### src/hdl/switch_params.svh
`ifndef SWITCH_PARAMS_SVH
`define SWITCH_PARAMS_SVH

// ----------------------------------------------------------
// Stream switch sizing
// ----------------------------------------------------------

// Number of input flows feeding the switch
`define NUM_FLOWS 4

// Width of one data beat in bits
`define DATA_WIDTH 16

// Width of the burst length field
// Holds 1 to 15 beats, a zero length counts as one beat
`define BEATS_WIDTH 4

`endif

### src/hdl/flowPkg.sv
`include "switch_params.svh"

// ----------------------------------------------------------
// Data path types shared by the mux and the output register
// ----------------------------------------------------------
package flowPkg;

  // Index width for the flow select
  // Never below one bit so a single flow still has a legal index
  localparam int FlowIdxWidth = (`NUM_FLOWS > 1) ? $clog2(`NUM_FLOWS) : 1;

  // Binary flow index
  typedef logic [FlowIdxWidth-1:0] flowIdxT;

  // One beat of payload
  typedef logic [`DATA_WIDTH-1:0] dataWordT;

endpackage : flowPkg

### src/hdl/cmdPkg.sv
`include "switch_params.svh"

// ----------------------------------------------------------
// Command types for the burst sequencer
// ----------------------------------------------------------
package cmdPkg;

  import flowPkg::*;

  // Requested burst length
  typedef logic [`BEATS_WIDTH-1:0] beatCountT;

  // One steering command
  // Flow in the upper bits, length in the lower bits
  typedef struct packed {
    flowIdxT   flow;
    beatCountT beats;
  } burstCmdT;

  // Number of beats a command really moves
  // A zero length still forwards a single beat
  function automatic beatCountT effectiveBeats(beatCountT beats);
    return (beats == '0) ? beatCountT'(1) : beats;
  endfunction

endpackage : cmdPkg

### src/hdl/flowRegFwd.sv
`timescale 1ns/1ps

// ----------------------------------------------------------
// Single entry forward register on a ready-valid link
// ----------------------------------------------------------
// Pop valid and pop data come straight from flops
// Push ready still follows pop ready combinationally
module flowRegFwd #(
  parameter type PayloadT = logic
) (
  input  logic    clk,
  input  logic    arstN,
  input  logic    pushValid,
  output logic    pushReady,
  input  PayloadT pushData,
  output logic    popValid,
  input  logic    popReady,
  output PayloadT popData
);

  // Occupancy flag
  logic    validQ;
  // Held payload
  PayloadT dataQ;
  // Push side handshake completes this cycle
  logic    pushXfer;

  // Room when empty or when the held item leaves this cycle
  assign pushReady = !validQ || popReady;
  assign pushXfer  = pushValid && pushReady;

  // ----------------------------------------------------------
  // Occupancy
  // ----------------------------------------------------------
  // Whenever there is room the flag takes the push valid
  // Covers fill, drain and back to back refill
  always_ff @(posedge clk or negedge arstN) begin
    if (!arstN) begin
      validQ <= 1'b0;
    end else if (pushReady) begin
      validQ <= pushValid;
    end
  end

  // ----------------------------------------------------------
  // Payload
  // ----------------------------------------------------------
  // Loads only on a push transfer
  // Upstream data that wobbles while valid is low never gets through
  always_ff @(posedge clk) begin
    if (pushXfer) begin
      dataQ <= pushData;
    end
  end

  assign popValid = validQ;
  assign popData  = dataQ;

endmodule : flowRegFwd

### src/hdl/burstSelectDecode.sv
`timescale 1ns/1ps

// ----------------------------------------------------------
// Burst sequencer
// ----------------------------------------------------------
// Takes one command at a time
// Holds the flow select and counts down the remaining beats
// Goes back to idle after the last beat of the burst
module burstSelectDecode (
  input  logic             clk,
  input  logic             arstN,
  input  logic             regCmdValid,
  output logic             regCmdReady,
  input  cmdPkg::burstCmdT regCmd,
  output flowPkg::flowIdxT select,
  output logic             selectActive,
  input  logic             beatTaken
);

  import cmdPkg::*;

  typedef enum logic {
    Idle,
    Active
  } stateT;

  stateT     stateQ;
  stateT     stateD;
  beatCountT beatsLeftQ;
  beatCountT beatsLeftD;
  // Command handshake with the command register
  logic      cmdXfer;
  // Final beat of the burst moves this cycle
  logic      lastBeat;

  // Commands are only taken between bursts
  assign regCmdReady = (stateQ == Idle);
  assign cmdXfer     = regCmdValid && regCmdReady;

  assign lastBeat = (stateQ == Active) && beatTaken && (beatsLeftQ == beatCountT'(1));

  // ----------------------------------------------------------
  // Next state and counter
  // ----------------------------------------------------------
  always_comb begin
    stateD     = stateQ;
    beatsLeftD = beatsLeftQ;
    unique case (stateQ)
      Idle: begin
        // Length zero becomes one here
        if (cmdXfer) begin
          stateD     = Active;
          beatsLeftD = effectiveBeats(regCmd.beats);
        end
      end
      Active: begin
        if (beatTaken) begin
          beatsLeftD = beatsLeftQ - beatCountT'(1);
        end
        // One idle cycle follows every burst
        if (lastBeat) begin
          stateD = Idle;
        end
      end
      default: begin
        stateD = Idle;
      end
    endcase
  end

  // ----------------------------------------------------------
  // Registers
  // ----------------------------------------------------------
  always_ff @(posedge clk or negedge arstN) begin
    if (!arstN) begin
      stateQ     <= Idle;
      beatsLeftQ <= '0;
      select     <= '0;
    end else begin
      stateQ     <= stateD;
      beatsLeftQ <= beatsLeftD;
      // Select is latched together with the length
      if (cmdXfer) begin
        select <= regCmd.flow;
      end
    end
  end

  // Mux is enabled for the whole burst
  assign selectActive = (stateQ == Active);

endmodule : burstSelectDecode

### src/hdl/flowMuxSelectUnstable.sv
`timescale 1ns/1ps

`include "switch_params.svh"

// ----------------------------------------------------------
// Combinational select mux
// ----------------------------------------------------------
// Output valid and data may change without a transfer
// The register behind it hides that from the pop side
module flowMuxSelectUnstable (
  input  flowPkg::flowIdxT                   select,
  input  logic                               selectActive,
  input  logic [`NUM_FLOWS-1:0]              pushValid,
  output logic [`NUM_FLOWS-1:0]              pushReady,
  input  flowPkg::dataWordT [`NUM_FLOWS-1:0] pushData,
  output logic                               muxValid,
  input  logic                               muxReady,
  output flowPkg::dataWordT                  muxData
);

  // ----------------------------------------------------------
  // Forward path
  // ----------------------------------------------------------
  // Nothing leaves the mux between bursts
  always_comb begin
    muxValid = 1'b0;
    muxData  = '0;
    if (selectActive) begin
      muxValid = pushValid[select];
      muxData  = pushData[select];
    end
  end

  // ----------------------------------------------------------
  // Ready fan out
  // ----------------------------------------------------------
  // Only the selected flow sees downstream ready
  // Every other flow is held off
  always_comb begin
    for (int i = 0; i < `NUM_FLOWS; i++) begin
      pushReady[i] = selectActive && (int'(select) == i) && muxReady;
    end
  end

endmodule : flowMuxSelectUnstable

### src/hdl/streamSwitch.sv
`timescale 1ns/1ps

`include "switch_params.svh"

// ----------------------------------------------------------
// Burst steered stream switch
// ----------------------------------------------------------
// A command names one input flow and a beat count
// That many beats of the flow go to the output in order
// The next command is taken once the burst is done
module streamSwitch (
  input  logic                               clk,
  input  logic                               arstN,

  // Command push side
  input  logic                               cmdValid,
  output logic                               cmdReady,
  input  cmdPkg::burstCmdT                   cmd,

  // Per flow data push side
  input  logic [`NUM_FLOWS-1:0]              pushValid,
  output logic [`NUM_FLOWS-1:0]              pushReady,
  input  flowPkg::dataWordT [`NUM_FLOWS-1:0] pushData,

  // Output pop side
  output logic                               popValid,
  input  logic                               popReady,
  output flowPkg::dataWordT                  popData
);

  import flowPkg::*;
  import cmdPkg::*;

  // Registered command into the sequencer
  logic     regCmdValid;
  logic     regCmdReady;
  burstCmdT regCmd;

  // Sequencer to mux
  flowIdxT  select;
  logic     selectActive;

  // Mux to output register
  logic     muxValid;
  logic     muxReady;
  dataWordT muxData;

  // One beat of the burst moves into the output register
  logic     beatTaken;

  // ----------------------------------------------------------
  // Command path
  // ----------------------------------------------------------
  // Lets the next command wait while a burst runs
  flowRegFwd #(
    .PayloadT(burstCmdT)
  ) cmdReg_i (
    .clk      (clk),
    .arstN    (arstN),
    .pushValid(cmdValid),
    .pushReady(cmdReady),
    .pushData (cmd),
    .popValid (regCmdValid),
    .popReady (regCmdReady),
    .popData  (regCmd)
  );

  burstSelectDecode decode_i (
    .clk         (clk),
    .arstN       (arstN),
    .regCmdValid (regCmdValid),
    .regCmdReady (regCmdReady),
    .regCmd      (regCmd),
    .select      (select),
    .selectActive(selectActive),
    .beatTaken   (beatTaken)
  );

  // ----------------------------------------------------------
  // Data path
  // ----------------------------------------------------------
  flowMuxSelectUnstable mux_i (
    .select      (select),
    .selectActive(selectActive),
    .pushValid   (pushValid),
    .pushReady   (pushReady),
    .pushData    (pushData),
    .muxValid    (muxValid),
    .muxReady    (muxReady),
    .muxData     (muxData)
  );

  // Counted on the mux handshake so stalls never cost a beat
  assign beatTaken = muxValid && muxReady;

  // Output valid and data straight from flops
  flowRegFwd #(
    .PayloadT(dataWordT)
  ) dataReg_i (
    .clk      (clk),
    .arstN    (arstN),
    .pushValid(muxValid),
    .pushReady(muxReady),
    .pushData (muxData),
    .popValid (popValid),
    .popReady (popReady),
    .popData  (popData)
  );

endmodule : streamSwitch

### config.mk
export PLATFORM = sky130hd
export DESIGN_NAME = streamSwitch
export DESIGN_NICKNAME = d
export VERILOG_FILES = /design/src/hdl/flowPkg.sv /design/src/hdl/cmdPkg.sv /design/src/hdl/flowRegFwd.sv /design/src/hdl/burstSelectDecode.sv /design/src/hdl/flowMuxSelectUnstable.sv /design/src/hdl/streamSwitch.sv
export VERILOG_INCLUDE_DIRS = /design/src /design/src/hdl
export SDC_FILE = /design/constraint.sdc
export NUM_CORES = 1
export LEC_CHECK = 0
export BUFFER_PORTS_ARGS = -buffer_cell sky130_fd_sc_hd__buf_2
export CAP_MARGIN = 20
export CORE_MARGIN = 2
export CORE_UTILIZATION = 40
export CTS_BUF_LIST = sky130_fd_sc_hd__clkbuf_16
export DETAILED_ROUTE_END_ITERATION = 8
export GPL_TIMING_DRIVEN = 0
export PLACE_DENSITY = 0.74
export SLEW_MARGIN = 15
export SYNTH_ARGS = -nofsm -noshare
export SYNTH_HDL_FRONTEND = slang
export SYNTH_HIERARCHICAL = 1
export SYNTH_SLANG_ARGS = --single-unit
### constraint.sdc
create_clock -name clk -period 5.6 [get_ports clk]
set_clock_uncertainty 0.1 [all_clocks]
set_input_delay 1.12 -clock clk [delete_from_list [all_inputs] [get_ports clk]]
set_output_delay 1.12 -clock clk [all_outputs]
set_load 0.02 [all_outputs]
==> metrics <==
CP arrival=1.71 ns; Reg clk slew, reported paths=0.05 ns; relative slew slack=78.7%; clock root cell=clkbuf_16; Die Width=70.2 µm; Sw Share=37.1%; first-iteration detailed-routing DRC count=54; cell mode on critical path=buf_2; Detailed Place HPWL=3.22 mm; warnings from Yosys=6; slowest cell on the critical path=buf_2; initial antenna violation count=0; Max IR drop VDD=0.216 mV; pwr dens=516 nW/µm²; required time of the critical path=4.38 ns; fmax=0.341 GHz; Gate power share=47.6%; fin area=2460 µm²; Final #Nets=324; largest net degree at the start of global routing=17; P_sw=0.470 mW; DRT Pass-1 Iters=4; worst hold path class=reg2reg; Critical Path End Type=output pin; clock sink count=31; crit-path max FO=5; clk buf depth=2; CP cell instances=buf_2, nand2b_4, nand2_1, nor3_1, buf_2; via/cell ratio=4.93; grt total ovfl=0; Yosys top cell by area=edfxtp_1; n_diodes=0; Die ar.=4930 µm²; setup repair after global routing missed its margin=false; H-tree lvl count=2; transition time of the tightest slew-check pin=0.319 ns; CTS-repair resized insts=0; critical path type=in2out; commonest non-fill, non-tap cells in the layout=101 x buf_2, 34 x mux2i_1, 22 x edfxtp_1; placed cell area=2310 µm²; total routed wirelength=4.03 mm; Final Slew Violations=0; # hold bufs at CTS=0; WL/cell=13.6 µm; GRT Util Overall=16.5%; CP startpoint kind=input port; final setup fails=0; Pwr Total=1.27 mW; Syn Std Cell Area=1750 µm²; post-synth top area share=37.7%; Seq pwr share=32.7%; CP bufs+invs=2; Final Non-Filler Cells=297; Clock power frac=19.7%; vias in the first global route=1,317; Layout area overhead=40.0%; Static Leak=1.09 nW; drt drc=0; Hold Fails Final Rpt=0; max cap viols=0; antenna viol nets, final=0; post-route minimum period=2.93 ns; Cell variety after synth=31; number of port buffers=99; setup TNS=0 ns; #FFs+latches synth=31; total number of vias=1,464; critical path's top delay family=simple AND/OR/NAND/NOR gates; crit share post-route=52.4%; die height=70.2 µm; Syn Inst Count=138; Site Rows=24; Synth Area per Inst=12.7 µm²; Layout fillers=388; I/O pin cnt=100; Pint=0.796 mW; GPL Wtd Cong=0.746; largest cells by area after synthesis=edfxtp_1 38%, mux2i_1 19%, dfrtp_1 13%; Inst Count DP=289; layout cells sized above 1=49.8%; Post CTS Setup Buffer Count=0; TritonCTS clock tree=done; Max stage delay on crit path=0.19 ns; Clk Latency, worst-skew pair=0.27 ns; most common cell after layout, fill and taps aside=buf_2; register area share after synthesis=50.5%; status=finished, final reports clean; first-pass GRT wire length=6.29 mm; Syn Nets=218; Initial Util=40.9%; Core Area=4290 µm²; CTS Buf Count=5
[registers in the layout (all words and copies together) (netlist names)]
signal and count:
decode_i/selectActive 1, decode_i/select 2, cmdReg_i/popValid 1, decode_i/beatsLeftQ 4, dataReg_i/popValid 1, cmdReg_i/popData 6, dataReg_i/popData 16
[synthesized netlist by cell type, drive strengths merged]
cell type	count
mux2i	34
mux2	2
and2	3
a21oi	3
o22ai	17
o211ai	1
nand3	1
nor2b	3
nand2	6
o211a	1
buf	8
xor2	1
inv	4
edfxtp	22
ha	2
xnor2	1
nor3	3
dfrtp	9
nand2b	5
nor4b	2
a211oi	2
o21ai	3
nor2	4
and2b	1
[cells by family after synthesis]
family | after synthesis | share of synthesized area [%]
AO/OA/AOI/OAI | 27 | 9.63
XOR/XNOR | 2 | 0.999
adder cells (fa/ha/maj) | 2 | 1.43
buffers and inverters | 12 | 5.99
flip-flops | 31 | 50.5
multiplexers | 36 | 20.7
AND/OR/NAND/NOR | 28 | 10.8
[metrics by stage]
stage	setup slack, ns	utilization (%)	hold slack (ns)
2_1_floorplan	2.62	-	0.354
3_3_place_gp	2.67	53.9	0.364
3_5_place_dp	2.66	53.9	0.366
4_1_cts	2.66	57.2	0.377
5_1_grt	2.63	57.2	0.403
6_report	2.67	57.2	0.378
[power groups by stage]
stage	Clock (mW)	Combinational (mW)	Sequential (mW)
4_1_cts	0.258	0.611	0.414
3_5_place_dp	0	0.611	0.417
6_report	0.250	0.603	0.414
5_1_grt	0.268	0.652	0.420
3_3_place_gp	0	0.601	0.414
2_1_floorplan	0	0.371	0.487
[layout make-up]
type / count / area [µm²] / share of cell area [%]
timing repair buffer: 99 / 495 / 20.2
buffer: 8 / 90.1 / 3.67
tap: 52 / 65.1 / 2.65
sequential: 31 / 886 / 36.1
inverter: 4 / 15.0 / 0.611
clock inverter: 3 / 16.3 / 0.662
clock buffer: 5 / 125 / 5.09
multi-input combinational: 95 / 763 / 31.1
[path summary, 6_finish.rpt]
| check | slack [ns] | cells after the start | end | from |
|---|---|---|---|---|
| hold / removal | 0.38 | 1 | decode_i/select[1] | cmdReg_i/popData[5] |
| min in group asynchronous | 0.59 | 1 | cmdReg_i/popValid | arstN |
| setup / recovery | 2.67 | 5 | pushReady[0] | popReady |
| setup reg to reg | 3.49 | 8 | decode_i/beatsLeftQ[3] | decode_i/select[1] |
| hold reg to reg | 0.38 | 1 | decode_i/select[1] | cmdReg_i/popData[5] |
| max in group asynchronous | 4.62 | 1 | decode_i/selectActive | arstN |
[metal layers]
metal  global-route usage [%]  vias up  wire length (µm)
met4                     4.91        0                44
met2                     28.4       66              1990
met1                     19.0      659              1660
met3                     6.20        5               343
li1                         -      734                 -
met5                        0        -                 0
Power figures use the tool's default switching activity.
